<file path="src/hdl/fetch_pkg.sv">
`default_nettype none

package fetch_pkg;

	typedef logic [31:0] word_t;   // instruction or data word
	typedef logic [31:0] addr_t;   // byte address

	// cache geometry
	localparam int unsigned LINE_WORDS  = 8;                       // one 8-beat burst per line
	localparam int unsigned LINE_BYTES  = LINE_WORDS * 4;          // 32 bytes
	localparam int unsigned INDEX_BITS  = 4;                       // 16 lines
	localparam int unsigned NUM_LINES   = 1 << INDEX_BITS;
	localparam int unsigned WOFF_BITS   = $clog2(LINE_WORDS);      // word within line
	localparam int unsigned OFFSET_BITS = $clog2(LINE_BYTES);      // byte within line
	localparam int unsigned TAG_BITS    = 32 - INDEX_BITS - OFFSET_BITS;

	typedef logic [INDEX_BITS-1:0] index_t;   // line select
	typedef logic [TAG_BITS-1:0]   tag_t;     // upper address bits kept per line
	typedef logic [WOFF_BITS-1:0]  woff_t;    // word select inside a line

	localparam addr_t RESET_PC    = 32'h3000_0000;   // boot rom, not cached
	localparam addr_t SDRAM_BASE  = 32'ha000_0000;   // cacheable window, inclusive
	localparam addr_t SDRAM_LIMIT = 32'ha200_0000;   // exclusive

	// axi burst codes
	localparam logic [1:0] BURST_FIXED = 2'b00;
	localparam logic [1:0] BURST_INCR  = 2'b01;

	localparam logic [6:0] OP_JAL = 7'b110_1111;

	typedef enum logic [2:0] {
		IDLE,     // pick lookup or direct request for pc
		LOOKUP,   // cache answers this cycle
		REQ,      // ar channel waiting for arready
		RESP,     // single uncached beat
		REFILL,   // line burst going into the cache
		HOLD      // instruction offered to decode
	} fetch_state_t;

endpackage

`default_nettype wire

</file>
<file path="src/hdl/decode_stage.sv">
`timescale 1ns/1ps
`default_nettype none

module decode_stage (
	input  logic             clock,
	input  logic             rst_n,

	input  logic             inst_valid,
	input  fetch_pkg::word_t inst,
	input  fetch_pkg::addr_t inst_pc,
	output logic             inst_ready,

	output logic             redirect,
	output fetch_pkg::addr_t redirect_addr,

	output logic             out_valid,
	output fetch_pkg::addr_t out_pc,
	output fetch_pkg::word_t out_inst,
	input  logic             out_ready
);
	import fetch_pkg::*;

	logic  accept;
	logic  is_jal;
	addr_t jal_imm;

	assign inst_ready = !out_valid || out_ready;   // empty or draining this cycle
	assign accept     = inst_valid && inst_ready;

	assign is_jal = (inst[6:0] == OP_JAL);

	// j-type immediate, imm[20|10:1|11|19:12] scrambled into inst[31:12]
	assign jal_imm = {
		{11{inst[31]}},
		inst[31],
		inst[19:12],
		inst[20],
		inst[30:21],
		1'b0
	};

	// taken in the same cycle fetch hands the jal over
	assign redirect      = accept && is_jal;
	assign redirect_addr = inst_pc + jal_imm;

	always_ff @(posedge clock) begin
		if (!rst_n) begin
			out_valid <= 1'b0;
		end else if (inst_ready) begin
			out_valid <= inst_valid;
		end
	end

	always_ff @(posedge clock) begin
		if (accept) begin
			out_pc   <= inst_pc;
			out_inst <= inst;
		end
	end

	// a redirect comes from an accepted jal, which shows up at the output next
	assert property (@(posedge clock) disable iff (!rst_n)
		redirect |-> (inst_valid && inst_ready) ##1 (out_valid && out_inst[6:0] == OP_JAL))
	else $error("redirect without an accepted jal");

endmodule

`default_nettype wire

</file>
<file path="config.mk">
export PLATFORM = sky130hd
export DESIGN_NAME = decode_stage
export DESIGN_NICKNAME = d
export VERILOG_FILES = /design/src/hdl/fetch_pkg.sv /design/src/hdl/decode_stage.sv
export SDC_FILE = /design/constraint.sdc
export NUM_CORES = 1
export LEC_CHECK = 0
export BUFFER_PORTS_ARGS = -buffer_cell sky130_fd_sc_hd__buf_4
export CORE_ASPECT_RATIO = 0.7
export CORE_UTILIZATION = 25
export DETAILED_ROUTE_END_ITERATION = 16
export PLACE_DENSITY_LB_ADDON = 0.12
export SLEW_MARGIN = 20
export SYNTH_ARGS = -nofsm -noshare
export SYNTH_HDL_FRONTEND = slang
export SYNTH_SLANG_ARGS = --single-unit
</file>
<file path="constraint.sdc">
create_clock -name clock -period 4.1 [get_ports clock]
set_input_delay 0.82 -clock clock [delete_from_list [all_inputs] [get_ports clock]]
set_output_delay 0.82 -clock clock [all_outputs]
set_load 0.1 [all_outputs]
</file>
==> impl_metrics.yaml <==
power_and_ir_drop:
  p_int_mw: 1.59
  power.density_nw_per_um2: 504
  p_sw_share_pct: 46.4
  peakVddDrop_v: 0.000216
  pwr-share-seq_pct: 26.6
  leakage_nw: 2.51
  switchingPower_mw: 1.37
  p_comb_share_pct: 47.2
  total_power_mw: 2.96
  clkPwrFrac_pct: 26.3
setup_path:
  end_kind: "primary output"
  cp-start-kind: "input pin"
  crit_type: "in -> out"
  worstPathRequired_ns: 3.28
  critPathMaxFanout: 7
  rrSetupSlack_ns: 2.47
  worstPathArrival_ns: 3.19
floorplan:
  start_util_pct: 25.9
  placementRows: 37
  die_h_um: 106
  die_area_um2: 15900
  die_width_um: 150
  core_um2: 14900
  io_pins: 167
cells_and_area:
  fin_util_pct: 39.6
  final_net_count: 629
  antenna_cells: 0
  final_cell_mix: "179 x buf_4, 64 x edfxtp_1, 32 x a21oi_1"
  syn_to_final_growth_pct: 52.8
  mostFrequentLayoutCell: "buf_4"
  drive_above_1_share_pct: 43.0
  finalNonFillerCells: 730
clocking:
  postCtsSetupRepairBufs: 0
  hold_buffers: 0
  clkLatencyLatePin_ns: 0.34
  cts.repair.resized: 2
  cts_buffer_depth: 2
  clk_pin_slew_ns: 0.06
  cts_root_buffer: "clkbuf_16"
  numCtsBuffers: 9
  cts.sinks: 65
  h-tree-depth: 3
  cts_tree: "built"
sta:
  hold_violations: 0
  rsz0062_at_grt: "no"
  fin_skew_ns: 0.00381
  timing.final.ws_setup_ns: 0.0913
  timing.final.crit_share_pct: 97.8
  max_freq_mhz: 249
  maxSlewHeadroom_pct: 44.4
  slew_viol_final: 0
  setup_viol: 0
  worst_pin_slew_ns: 0.834
  fin_crit_ns: 4.01
synth:
  synth_top_flop_cell: "edfxtp_1"
  synth_area_leaders: "edfxtp_1 50%, ha_1 9.7%, a21oi_1 4.2%"
  synth_top_area_cell: "edfxtp_1"
  syn-cell-area_um2: 3850
  synth_seq_cells: 65
  syn_inst: 349
  async_reset_ff_share_pct: 0
  syn_nets: 448
  yosysTopAreaCellShare_pct: 49.9
  synth_area_per_cell_um2: 11.0
  synth.distinct_cells: 62
  ys_warn_count: 0
  synth_edf_count: 64
  ys_seq_area_share_pct: 50.4
placement:
  gp_congestion: 0.852
  placedCellCount: 714
  hpwlAfterDp_mm: 9.32
  io_buffers: 166
  place_ws_ns: -0.0944
global_route:
  grt_pass1_vias: 3266
  grt_max_degree: 65
  grt_pass1_wl_mm: 17.9
  antenna_found_initial: 0
  grt_overflow: 0
  grt_usage_pct: 14.9
detailed_routing:
  routed_via_density: 4.67
  wl_per_cell_um: 15.9
  first_pass_iters: 5
  drc: 0
  num_vias: 3409
  drtIter0Drc: 174
  ant_nets: 0
  wirelength_mm: 11.6
run_status:
  status: "completed"
hold_path:
  hp-class: "reg -> reg"
flow_run:
  cap_violations: 0
power groups by stage:
stage	Clock, mW	Combinational, mW	Sequential (mW)
final	0.779	1.40	0.787
after global routing	0.836	1.46	0.790
after CTS	0.812	1.40	0.788
after detailed placement	0	1.39	0.801
after global placement	0	1.39	0.801
after floorplan	0	0.799	1.07
state kept, by name, summed over array words and instances, names as in the netlist:
name,cells
out_pc,32
out_inst,32
out_valid,1
layer usage:
metal / share of wire, % / track usage [%]
met3: 8.6 / 4.50
met2: 39 / 19.9
met4: 1.5 / 5.63
met1: 51 / 22.1
met5: 0 / 0
path summary, 6_finish.rpt:
path / from / endpoint / cells past startpoint
worst min-delay path: out_valid / out_valid / 2
worst max-delay path: inst[25] / redirect_addr[19] / 9
worst max register to register: out_valid / out_pc[9] / 4
worst min register to register: out_valid / out_valid / 2
cells by family (layout without fill, tap and decap cells):
| family | after synthesis | in the layout | synth area share [%] |
|---|---|---|---|
| and+or+nand+nor | 110 | 110 | 14.3 |
| AOI/OAI and AO/OA | 99 | 99 | 17.1 |
| DFF | 65 | 65 | 50.4 |
| adders and majority gates | 31 | 31 | 10.3 |
| xor gates and xnor gates | 24 | 24 | 5.46 |
| buffers and inverters | 20 | 206 | 2.37 |
critical path: stages:
cell and delay (ns):
buf_4 0.11, ha_1 0.45, a211o_1 0.23, a31oi_4 0.05
or4b_4 0.58, nand3_1 0.22, a2111oi_4 0.12, a311oi_2 0.26
buf_4 0.33
synthesized netlist by cell type, drive strengths merged (3+ instances only):
cell type	count
nor3	10
o21ai	19
and3	3
nor4	4
inv	8
buf	4
nand3	14
a21oi	33
ha	30
nor2	27
a211oi	5
a31oi	7
nand2	30
a21o	9
nor2b	3
xnor2	17
clkbuf	8
edfxtp	64
xor2	7
nand4	6
nand2b	3
through the flow:
step / area, um^2 / hold slack (ns) / setup TNS [ns]
detailed placement: 5540 / 0.576 / -0.100
CTS: 5850 / 0.584 / 0
global placement: 5540 / 0.528 / -0.00374
finish: 5880 / 0.569 / 0
global route: 5880 / 0.620 / 0
floorplan: 3990 / 0.919 / -1.18
layout make-up:
| cell class | count | area (um^2) |
|---|---|---|
| Timing Repair Buffer | 182 | 1380 |
| Tap cell | 195 | 244 |
| Multi-Input combinational cell | 264 | 1980 |
| Clock buffer | 9 | 225 |
| Sequential cell | 65 | 1940 |
| Inverter | 8 | 30.0 |
| Clock inverter | 7 | 78.8 |
| Fill cell | 1460 | 8980 |
(Power assumes the default switching activity.)
