$ cat src/hdl/fetch_pkg.sv
`default_nettype none

package fetch_pkg;

	typedef logic [31:0] word_t;   // instruction or data word
	typedef logic [31:0] addr_t;   // byte address

	// cache geometry
	localparam int unsigned LINE_WORDS  = 8;                       // one 8-beat burst per line
	localparam int unsigned LINE_BYTES  = LINE_WORDS * 4;          // 32 bytes
	localparam int unsigned INDEX_BITS  = 4;                       // 16 lines
	localparam int unsigned NUM_LINES   = 1 << INDEX_BITS;
	localparam int unsigned WOFF_BITS   = $clog2(LINE_WORDS);      // word within line
	localparam int unsigned OFFSET_BITS = $clog2(LINE_BYTES);      // byte within line
	localparam int unsigned TAG_BITS    = 32 - INDEX_BITS - OFFSET_BITS;

	typedef logic [INDEX_BITS-1:0] index_t;   // line select
	typedef logic [TAG_BITS-1:0]   tag_t;     // upper address bits kept per line
	typedef logic [WOFF_BITS-1:0]  woff_t;    // word select inside a line

	localparam addr_t RESET_PC    = 32'h3000_0000;   // boot rom, not cached
	localparam addr_t SDRAM_BASE  = 32'ha000_0000;   // cacheable window, inclusive
	localparam addr_t SDRAM_LIMIT = 32'ha200_0000;   // exclusive

	// axi burst codes
	localparam logic [1:0] BURST_FIXED = 2'b00;
	localparam logic [1:0] BURST_INCR  = 2'b01;

	localparam logic [6:0] OP_JAL = 7'b110_1111;

	typedef enum logic [2:0] {
		IDLE,     // pick lookup or direct request for pc
		LOOKUP,   // cache answers this cycle
		REQ,      // ar channel waiting for arready
		RESP,     // single uncached beat
		REFILL,   // line burst going into the cache
		HOLD      // instruction offered to decode
	} fetch_state_t;

endpackage

`default_nettype wire

$ cat src/hdl/icache.sv
`timescale 1ns/1ps
`default_nettype none

module icache (
	input  logic             clock,
	input  logic             rst_n,

	input  logic             lookup_valid,
	input  fetch_pkg::addr_t lookup_addr,
	output logic             hit,
	output fetch_pkg::word_t hit_data,

	input  logic             refill_valid,
	input  logic             refill_last,
	input  fetch_pkg::addr_t refill_addr,
	input  fetch_pkg::word_t refill_data
);
	import fetch_pkg::*;

	word_t                data_mem [NUM_LINES*LINE_WORDS];   // line-major word store
	tag_t                 tag_mem  [NUM_LINES];
	logic [NUM_LINES-1:0] line_valid;

	index_t l_index;
	woff_t  l_woff;
	tag_t   l_tag;
	index_t r_index;
	woff_t  r_woff;
	tag_t   r_tag;

	// split both addresses into tag / index / word fields
	assign l_index = lookup_addr[OFFSET_BITS +: INDEX_BITS];
	assign l_woff  = lookup_addr[2 +: WOFF_BITS];
	assign l_tag   = lookup_addr[OFFSET_BITS+INDEX_BITS +: TAG_BITS];
	assign r_index = refill_addr[OFFSET_BITS +: INDEX_BITS];
	assign r_woff  = refill_addr[2 +: WOFF_BITS];
	assign r_tag   = refill_addr[OFFSET_BITS+INDEX_BITS +: TAG_BITS];

	// registered lookup, hit only in the cycle after a request
	always_ff @(posedge clock) begin
		if (!rst_n) begin
			hit <= 1'b0;
		end else if (lookup_valid) begin
			hit <= line_valid[l_index] && (tag_mem[l_index] == l_tag);
		end else begin
			hit <= 1'b0;
		end
	end

	always_ff @(posedge clock) begin
		if (lookup_valid) begin
			hit_data <= data_mem[{l_index, l_woff}];   // read even on a miss, fetch ignores it
		end
	end

	// refill writes one word per beat
	always_ff @(posedge clock) begin
		if (refill_valid) begin
			data_mem[{r_index, r_woff}] <= refill_data;
		end
		if (refill_valid && refill_last) begin
			tag_mem[r_index] <= r_tag;   // tag lands with the last word
		end
	end

	// line goes invalid while being overwritten, valid again on the last beat
	always_ff @(posedge clock) begin
		if (!rst_n) begin
			line_valid <= '0;
		end else if (refill_valid) begin
			line_valid[r_index] <= refill_last;
		end
	end

	// fetch never looks up while a line is only half written
	assert property (@(posedge clock) disable iff (!rst_n)
		!(refill_valid && lookup_valid))
	else $error("icache lookup during refill");

endmodule

`default_nettype wire

$ cat config.mk
export PLATFORM = sky130hd
export DESIGN_NAME = icache
export DESIGN_NICKNAME = d
export VERILOG_FILES = /design/src/hdl/fetch_pkg.sv /design/src/hdl/icache.sv
export SDC_FILE = /design/constraint.sdc
export NUM_CORES = 2
export LEC_CHECK = 0
export BUFFER_PORTS_ARGS = -buffer_cell sky130_fd_sc_hd__clkbuf_2
export CORE_ASPECT_RATIO = 1.5
export CORE_MARGIN = 2
export CORE_UTILIZATION = 68
export CTS_CLUSTER_DIAMETER = 200
export DETAILED_ROUTE_END_ITERATION = 16
export PLACE_DENSITY_LB_ADDON = 0.12
export SLEW_MARGIN = 20
export SYNTH_ARGS = -nofsm -noshare
export SYNTH_HDL_FRONTEND = slang
export SYNTH_MEMORY_MAX_BITS = 65536
export SYNTH_SLANG_ARGS = --single-unit
$ cat constraint.sdc
create_clock -name clock -period 9.6 [get_ports clock]
set_input_delay 1.92 -clock clock [delete_from_list [all_inputs] [get_ports clock]]
set_output_delay 1.92 -clock clock [all_outputs]
set_load 0.02 [all_outputs]
==> run summary <==
Setup-failing EPs final = 0
Clock Latency Late Sink = 0.92 ns
P_leak = 58.83 nW
max_cap viols = 0
Total GRT Usage = 0.3660
Final Wtd Congestion = 0.8514
hold slack = 0.5274 ns
Area growth syn-to-layout = 11.19%
area of the die = 256900 um^2
outcome = completed
Wirelength per Cell = 42.58 um
most frequent cells in the layout = edfxtp_1 (4496), mux4_2 (1435), clkbuf_16 (405)
Max Buffers Root-to-Sink = 4
clk slew on worst S/H paths = 0.07 ns
fin. max-slew vios = 0
Adder-Cell Fraction of Synth Area = 0
Yosys warning count = 0
drt pass-1 iters = 5
cell row count = 226
die width = 414.5 um
FMAX = 0.1924 GHz
FF+latch count, synth = 4513
sequential-to-total area share from yosys stat = 0.7875
number of setup buffers added after CTS = 0
first-pass GRT wire length = 638.8 mm
cts bufs inserted = 388
CTS resizes = 0
syn avg cell area = 25.21 um^2
Final Hold Viols = 0
HP Class = flop to flop
Root Driver = clkbuf_16
Pwr Density = 207.0 nW/um^2
CTS tree = done
post-synthesis compound-gate area fraction = 0.003371
commonest non-fill, non-tap cell in the layout = edfxtp_1
clk sinks = 4513
syn_nets = 6918
Final Routed Wirelength = 464.2 mm
number of flops mapped to enable cells by yosys = 4496
ys flop type = edfxtp_1
layout cell share with drive strength beyond 1 = 0.3300
Post-Syn Area = 171900 um^2
XOR/XNOR Fraction of Synth Area = 0.0008663
pin count of the biggest net entering global routing = 150
Final period util = 0.5414
Worst Path Required = 10.37 ns
total overflow reported by the global router = 0
minimum clock period = 5.197 ns
initial antenna violation count = 59
Rel. slew slack = 0.1892
initial DRC count = 14.49k
Worst Tran Pin Value = 1.216 ns
dpl hpwl = 236.0 mm
Unique masters post-synth = 51
largest family of logic cells by synthesized area = multiplexers
Synth Instances = 6817
clock skew = 0.05645 ns
Worst Setup Start Kind = primary input
vias per cell = 7.417
RSZ-0062 raised after global routing = no
# IOs = 134
Nets = 7306
Starting Density = 0.6821
CTS H-tree depth = 5
Crit. End Element = flop
via count = 80.85k
drt drc = 0
IO buf count = 129
hold buffer count at CTS = 0
CP Max Fanout = 62
post-synthesis async set-or-reset flop share = 0
antenna viol nets, final = 0
Die Y = 619.7 um
sum of negative setup slack = 0 ns
CP arrival = 5.97 ns
post-synthesis mux area share = 0.1907
simple-gate share of the synthesized area = 0.008547
total core area = 251900 um^2
worst vdd ir = 0.0002335 V
vias in the first global route = 82.28k
critical path type = primary input to flop
## worst paths after layout
path / to / slack (ns) / cells past startpoint / startpoint
worst max-delay path: hit / 4.40 / 9 / lookup_addr[6]
worst min-delay path: line_valid[15] / 0.53 / 2 / line_valid[15]
worst max register to register: hit / 6.56 / 7 / tag_mem[6][9]
worst min register to register: line_valid[15] / 0.53 / 2 / line_valid[15]
## cell families (layout without fill, tap and decap cells)
family | Yosys count | count (layout)
buffers and inverters | 375 | 1071
xor gates and xnor gates | 17 | 17
and+or+nand+nor | 352 | 352
muxes | 1480 | 1480
other | 0 | 82
DFF | 4513 | 4513
AOI/OAI and AO/OA | 80 | 80
## power breakdown
group          leakage [nW]  total, W  switching [W]  internal [W]
Combinational          12.2   0.00211        0.00134      0.000775
Clock                  6.04    0.0156        0.00696       0.00868
Sequential             40.6    0.0218      0.0000414        0.0218
Total                  58.8    0.0396        0.00834        0.0312
## per-stage QoR
| step | utilization | cell area [um^2] | worst slack [ns] | cells | power, W |
|---|---|---|---|---|---|
| 2_1_floorplan | - | 171900 | 4.865 | 6817 | 0.02331 |
| 4_1_cts | 0.7570 | 190700 | 4.488 | 10813 | 0.03959 |
| 6_report | 0.7585 | 191100 | 4.403 | 10901 | 0.03956 |
| 5_1_grt | 0.7584 | 191100 | 4.218 | 10893 | 0.04031 |
| 3_5_place_dp | 0.7078 | 178300 | 3.515 | 10115 | 0.02429 |
| 3_3_place_gp | 0.7078 | 178300 | 3.534 | 10115 | 0.02423 |
## Yosys cell counts (4+ instances only)
cell / instances / share of area
a211oi_1: 7 / 0.00031
a21oi_1: 13 / 0.00038
a221oi_1: 4 / 0.00020
a22oi_1: 7 / 0.00031
and2_1: 13 / 0.00047
buf_1: 76 / 0.0017
buf_2: 73 / 0.0021
buf_4: 6 / 0.00026
clkbuf_1: 207 / 0.0045
dfxtp_1: 17 / 0.0020
edfxtp_1: 4496 / 0.79
inv_1: 8 / 0.00017
mux2i_1: 42 / 0.0024
mux4_2: 1435 / 0.19
nand2_1: 134 / 0.0029
nand3_1: 13 / 0.00038
nand3b_1: 4 / 0.00017
nor2_1: 158 / 0.0035
nor2b_1: 11 / 0.00040
nor3_1: 4 / 0.00012
o2111ai_1: 5 / 0.00025
o21a_1: 9 / 0.00039
o21ai_0: 8 / 0.00023
o22ai_1: 4 / 0.00015
xnor2_1: 7 / 0.00036
xor2_1: 10 / 0.00051
## state kept, by name, summed over array words and instances, names as in the netlist
| signal | cells |
|---|---|
| hit | 1 |
| tag_mem | 368 |
| line_valid | 16 |
| data_mem | 4096 |
| hit_data | 32 |
## worst max-delay path, cell delays in order
cell	delay, ns
buf_8	0.52
buf_4	0.78
mux4_2	0.59
nand2_1	0.07
and2_0	0.36
o22ai_1	0.14
a2111oi_0	0.94
o2111ai_1	0.26
nor4_1	0.30
## final cells by class
cell class / count / area [um^2]
flip-flops and latches: 4513 / 135400
fillers: 12361 / 60850
multi-input cells: 1929 / 36030
clock buffers: 491 / 10480
well taps: 3306 / 4136
repair buffers: 363 / 2935
clock inverters: 207 / 1922
diodes: 82 / 205.2
inverters: 10 / 43.79
## metal layers
metal,global-route usage,routed length (um),part of all wire
met2,0.5961,230900,0.50
met1,0.4644,144100,0.31
met3,0.06390,51760,0.11
met4,0.2376,37340,0.080
met5,0,119,0.00026
No activity file was read; power rests on OpenSTA's default activity.
