**src/hdl/fetch_pkg.sv**
```systemverilog
`default_nettype none

package fetch_pkg;

	typedef logic [31:0] word_t;   // instruction or data word
	typedef logic [31:0] addr_t;   // byte address

	// cache geometry
	localparam int unsigned LINE_WORDS  = 8;                       // one 8-beat burst per line
	localparam int unsigned LINE_BYTES  = LINE_WORDS * 4;          // 32 bytes
	localparam int unsigned INDEX_BITS  = 4;                       // 16 lines
	localparam int unsigned NUM_LINES   = 1 << INDEX_BITS;
	localparam int unsigned WOFF_BITS   = $clog2(LINE_WORDS);      // word within line
	localparam int unsigned OFFSET_BITS = $clog2(LINE_BYTES);      // byte within line
	localparam int unsigned TAG_BITS    = 32 - INDEX_BITS - OFFSET_BITS;

	typedef logic [INDEX_BITS-1:0] index_t;   // line select
	typedef logic [TAG_BITS-1:0]   tag_t;     // upper address bits kept per line
	typedef logic [WOFF_BITS-1:0]  woff_t;    // word select inside a line

	localparam addr_t RESET_PC    = 32'h3000_0000;   // boot rom, not cached
	localparam addr_t SDRAM_BASE  = 32'ha000_0000;   // cacheable window, inclusive
	localparam addr_t SDRAM_LIMIT = 32'ha200_0000;   // exclusive

	// axi burst codes
	localparam logic [1:0] BURST_FIXED = 2'b00;
	localparam logic [1:0] BURST_INCR  = 2'b01;

	localparam logic [6:0] OP_JAL = 7'b110_1111;

	typedef enum logic [2:0] {
		IDLE,     // pick lookup or direct request for pc
		LOOKUP,   // cache answers this cycle
		REQ,      // ar channel waiting for arready
		RESP,     // single uncached beat
		REFILL,   // line burst going into the cache
		HOLD      // instruction offered to decode
	} fetch_state_t;

endpackage

`default_nettype wire

```
**src/hdl/fetch_unit.sv**
```systemverilog
`timescale 1ns/1ps
`default_nettype none

module fetch_unit (
	input  logic             clock,
	input  logic             rst_n,

	output fetch_pkg::addr_t araddr,
	output logic             arvalid,
	input  logic             arready,
	output logic [1:0]       arburst,
	output logic [3:0]       arlen,
	input  fetch_pkg::word_t rdata,
	input  logic [1:0]       rresp,
	input  logic             rlast,
	input  logic             rvalid,
	output logic             rready,

	output logic             lookup_valid,
	output fetch_pkg::addr_t lookup_addr,
	input  logic             hit,
	input  fetch_pkg::word_t hit_data,

	output logic             refill_valid,
	output logic             refill_last,
	output fetch_pkg::addr_t refill_addr,
	output fetch_pkg::word_t refill_data,

	output logic             inst_valid,
	output fetch_pkg::word_t inst,
	output fetch_pkg::addr_t inst_pc,
	input  logic             inst_ready,

	input  logic             redirect,
	input  fetch_pkg::addr_t redirect_addr
);
	import fetch_pkg::*;

	fetch_state_t state;
	addr_t        pc;
	addr_t        line_base;
	logic         pc_in_sdram;
	logic         line_fill;   // current request is a cache line burst
	logic         squash;      // in-flight bus result is stale
	logic         beat;
	logic         want_beat;

	assign pc_in_sdram = (pc >= SDRAM_BASE) && (pc < SDRAM_LIMIT);
	assign line_base   = pc & ~addr_t'(LINE_BYTES - 1);
	assign beat        = rvalid && rready;
	assign want_beat   = refill_addr[2 +: WOFF_BITS] == pc[2 +: WOFF_BITS];   // beat holds pc's word

	assign rready       = 1'b1;   // always sink read data
	assign arvalid      = (state == REQ);
	assign arburst      = line_fill ? BURST_INCR : BURST_FIXED;
	assign arlen        = line_fill ? 4'(LINE_WORDS - 1) : 4'd0;
	assign lookup_valid = (state == IDLE) && pc_in_sdram;
	assign lookup_addr  = pc;
	assign refill_valid = (state == REFILL) && beat;
	assign refill_last  = rlast;
	assign refill_data  = rdata;
	assign inst_valid   = (state == HOLD);
	assign inst_pc      = pc;   // pc only moves once the instruction leaves

	always_ff @(posedge clock) begin
		if (!rst_n) begin
			state     <= IDLE;
			pc        <= RESET_PC;
			line_fill <= 1'b0;
			squash    <= 1'b0;
		end else begin
			case (state)
				IDLE: begin
					if (redirect) begin
						pc <= redirect_addr;
					end else if (pc_in_sdram) begin
						state <= LOOKUP;
					end else begin
						state     <= REQ;
						line_fill <= 1'b0;   // uncached single beat
					end
				end
				LOOKUP: begin
					if (redirect) begin
						pc    <= redirect_addr;
						state <= IDLE;
					end else if (hit) begin
						state <= HOLD;
					end else begin
						state     <= REQ;
						line_fill <= 1'b1;   // miss, fetch the whole line
					end
				end
				REQ: begin
					if (redirect) begin
						pc     <= redirect_addr;
						squash <= 1'b1;   // request can not be withdrawn
					end
					if (arready) begin
						state <= line_fill ? REFILL : RESP;
					end
				end
				RESP, REFILL: begin
					if (redirect) begin
						pc     <= redirect_addr;
						squash <= 1'b1;
					end
					if (beat && rlast) begin
						// a stale burst still fills the cache but is not delivered
						state  <= (squash || redirect) ? IDLE : HOLD;
						squash <= 1'b0;
					end
				end
				HOLD: begin
					if (redirect) begin
						pc    <= redirect_addr;   // jal taken on accept
						state <= IDLE;
					end else if (inst_ready) begin
						pc    <= pc + addr_t'(4);
						state <= IDLE;
					end
				end
				default: state <= IDLE;
			endcase
		end
	end

	// request address, refill pointer and captured instruction
	always_ff @(posedge clock) begin
		if (state == IDLE || state == LOOKUP) begin
			araddr <= pc_in_sdram ? line_base : pc;
		end
		if (state == REQ && arready) begin
			refill_addr <= araddr;   // burst starts at the line base
		end else if (refill_valid) begin
			refill_addr <= refill_addr + addr_t'(4);
		end
		if (state == LOOKUP && hit) begin
			inst <= hit_data;
		end else if (refill_valid && want_beat) begin
			inst <= rdata;
		end else if (state == RESP && beat) begin
			inst <= rdata;
		end
	end

	assert property (@(posedge clock) disable iff (!rst_n)
		arvalid && !arready |=> arvalid && $stable(araddr) && $stable(arlen))
	else $error("ar request dropped or changed before arready");

	// decode must not redirect without taking the instruction
	assert property (@(posedge clock) disable iff (!rst_n)
		inst_valid && !inst_ready |=> inst_valid && $stable(inst) && $stable(inst_pc))
	else $error("inst_valid dropped before inst_ready");

	assert property (@(posedge clock) disable iff (!rst_n)
		rvalid |-> rresp == 2'b00)
	else $error("read beat without OKAY response");

endmodule

`default_nettype wire

```
**config.mk**
```make
export PLATFORM = sky130hd
export DESIGN_NAME = fetch_unit
export DESIGN_NICKNAME = d
export VERILOG_FILES = /design/src/hdl/fetch_pkg.sv /design/src/hdl/fetch_unit.sv
export SDC_FILE = /design/constraint.sdc
export NUM_CORES = 1
export LEC_CHECK = 0
export BUFFER_PORTS_ARGS = -buffer_cell sky130_fd_sc_hd__buf_2
export CORE_ASPECT_RATIO = 0.9
export CORE_MARGIN = 1
export CORE_UTILIZATION = 35
export CTS_CLUSTER_DIAMETER = 200
export CTS_CLUSTER_SIZE = 10
export DETAILED_ROUTE_END_ITERATION = 7
export GPL_TIMING_DRIVEN = 0
export PLACE_DENSITY = 0.7
export SLEW_MARGIN = 10
export SYNTH_ARGS = -nofsm -noshare
export SYNTH_HDL_FRONTEND = slang
export SYNTH_SLANG_ARGS = --single-unit
```
**constraint.sdc**
```tcl
create_clock -name clock -period 5.2 [get_ports clock]
set_input_delay 1.04 -clock clock [delete_from_list [all_inputs] [get_ports clock]]
set_output_delay 1.04 -clock clock [all_outputs]
set_load 0.03 [all_outputs]
```
==> flow_summary.json <==
{
  "rows": 49,
  "finClkSkew_ps": 10.9,
  "avgSynthCellArea_um2": 10.4,
  "dpl.hpwl_um": 18800,
  "layout_commonest_cell": "buf_2",
  "ys_types": 64,
  "dr.first_iter.drc_count": 689,
  "rr_startpoint": "state[1]",
  "wl_um": 24300,
  "cts-root-buf": "clkbuf_16",
  "vdd_drop_max_mv": 0.164,
  "numCtsBuffers": 17,
  "async_flop_share": 0,
  "p_total_mw": 4.06,
  "synth_top_cell_area_share": 0.402,
  "hold_buffers": 0,
  "power_density_nw_per_um2": 420,
  "critPathCaptureType": "output port",
  "period_needed_ps": 3570,
  "max_freq_mhz": 280,
  "ys.flop_type": "edfxtp_1",
  "hold_end": "squash",
  "drive_above_1_share": 0.457,
  "rr_endpoint": "refill_addr[13]",
  "p_int_mw": 2.52,
  "gp_congestion": 0.943,
  "yosys_warnings": 0,
  "syn2layout_area_growth_pct": 34.7,
  "p_comb_frac": 0.320,
  "switchingPower_mw": 1.55,
  "clkLatencyLatePin_ps": 430,
  "grt_max_degree": 31,
  "drtPass1Iterations": 5,
  "synthCells": 693,
  "dieArea_um2": 21100,
  "max_slew.worst_pin.slew_ps": 732,
  "setup_viol": 0,
  "cp.required_ps": 4160,
  "wl_per_cell_um": 18.9,
  "rsz0062_at_grt": "false",
  "cts_setup_buffers": 0,
  "antenna_found_initial": 1,
  "swShare": 0.381,
  "grt.overflow.total": 0,
  "ys_ff_latch": 133,
  "p_seq_frac": 0.395,
  "synth_area_um2": 7180,
  "synthTopCellsByArea": "edfxtp_1 40%, dfxtp_1 10%, buf_4 7.6%",
  "drcViolationCount": 0,
  "clockPowerShare": 0.285,
  "initial_core_util": 0.358,
  "hold_depth": 2,
  "fin_util": 0.482,
  "io_pins": 310,
  "layout_common_cells": "320 x buf_2, 96 x edfxtp_1, 73 x buf_4",
  "rrSetupSlack_ps": 2520,
  "clock_sinks": 133,
  "status": "finished clean",
  "portBuffers": 303,
  "vias": 6688,
  "hold_path.class": "flip-flop to flip-flop",
  "worstHoldStart": "squash",
  "cts_tree": "done",
  "clk_path_buf_depth": 2,
  "hold_viol": 0,
  "die_h_um": 138,
  "cts_resized": 0,
  "ys_seq_area_frac": 0.505,
  "fp.dieW_um": 153,
  "htreeDepth": 4,
  "power_leakage_nw": 4.22,
  "grt_pass1_vias": 6031,
  "cp_max_fo": 8,
  "cp.arrival_ps": 2530,
  "report.final.slew_viol_count": 0,
  "drv_cap": 0,
  "finalCritPeriodShare": 0.687,
  "n_antenna_cell": 0,
  "grt_first_pass_wirelength_um": 35800,
  "start_kind": "flip-flop",
  "slew-limit-headroom": 0.512,
  "vias_per_cell": 5.20,
  "fillers": 1908,
  "path_clk_slew_ps": 60,
  "r2r_cells": 7,
  "fp.coreArea_um2": 20000,
  "layout.nets": 1128,
  "synth_area_leader_cell": "edfxtp_1",
  "synth_edf_count": 96,
  "track_usage": 0.228,
  "worst-setup-path-type": "flip-flop to output port",
  "antenna_left": 0
}
-- worst max path at each step --
stage | startpoint | to | slack (ps)
floorplan | rvalid | inst[0] | 1150
global placement | rvalid | inst[15] | -190
detailed placement | inst_pc[29] | lookup_valid | 2010
CTS | inst_pc[29] | lookup_valid | 1560
global route | inst_pc[29] | lookup_valid | 1260
finish | inst_pc[29] | lookup_valid | 1630
-- metrics by stage --
step / setup TNS (ps) / area [um^2] / std cells / hold WS (ps) / setup WS (ps)
2_1_floorplan: 0 / 7180 / 694 / 492 / 1150
3_3_place_gp: -6180 / 9020 / 1252 / 511 / -194
3_5_place_dp: 0 / 9110 / 1255 / 515 / 2010
4_1_cts: 0 / 9670 / 1287 / 523 / 1560
5_1_grt: 0 / 9670 / 1287 / 543 / 1260
6_report: 0 / 9670 / 1287 / 524 / 1630
-- critical path, cell delays in order (launching register included) --
cell	delay (ps)
dfxtp_1	530
nor4b_1	480
nand3_1	400
nor4_1	410
buf_2	290
-- Yosys cell counts, types with 3 or more instances --
library cell / instances
edfxtp_1: 96
buf_4: 73
nand2_1: 69
o21ai_0: 48
nor2_1: 40
dfxtp_1: 37
mux2_2: 34
nand3_1: 34
xor2_1: 25
nand4_1: 24
a21oi_1: 22
clkbuf_1: 20
buf_2: 17
and2_1: 13
and3_1: 13
inv_1: 10
a31oi_1: 9
nor3_1: 9
o22ai_1: 8
xnor2_1: 8
a22oi_1: 6
nor4_1: 6
mux2i_1: 5
a32oi_1: 4
and4_1: 4
or3_1: 4
a221oi_1: 3
ha_1: 3
o21a_1: 3
-- registers in the layout (all words and copies together), names as in the netlist --
signal / count
state: 3
inst: 32
line_fill: 1
araddr: 32
refill_addr: 32
inst_pc: 32
squash: 1
-- power groups by stage --
stage | Sequential (mW) | Combinational [mW] | Clock [mW]
after floorplan | 1.94 | 0.506 | 0
after global placement | 1.63 | 1.25 | 0
after detailed placement | 1.62 | 1.30 | 0
after CTS | 1.60 | 1.30 | 1.17
after global routing | 1.63 | 1.38 | 1.21
final | 1.60 | 1.30 | 1.16
-- cell families after synthesis --
group | after synthesis | synth area share
AND/OR/NAND/NOR | 234 | 0.172
multiplexers | 39 | 0.0603
flip-flops | 133 | 0.505
adder cells (fa/ha/maj) | 3 | 0.00523
other | 2 | 0.00105
AO/OA/AOI/OAI | 129 | 0.112
buffers and inverters | 120 | 0.104
XOR/XNOR | 33 | 0.0403
-- metal layers --
| metal | share of wire | global-route usage | vias up |
|---|---|---|---|
| li1 | - | - | 3137 |
| met1 | 0.44 | 0.318 | 3188 |
| met2 | 0.46 | 0.352 | 319 |
| met3 | 0.082 | 0.0438 | 42 |
| met4 | 0.019 | 0.0847 | 2 |
| met5 | 0.00041 | 0 | - |
-- final cells by class --
cell class | count | area [um^2] | area share
repair buffers | 306 | 1580 | 0.163
flip-flops and latches | 133 | 3620 | 0.375
multi-input cells | 441 | 2840 | 0.294
clock inverters | 11 | 104 | 0.0107
clock buffers | 21 | 460 | 0.0476
plain buffers | 110 | 708 | 0.0732
inverters | 10 | 37.5 | 0.00388
well taps | 255 | 319 | 0.0330
No activity file was read; power rests on OpenSTA's default activity.
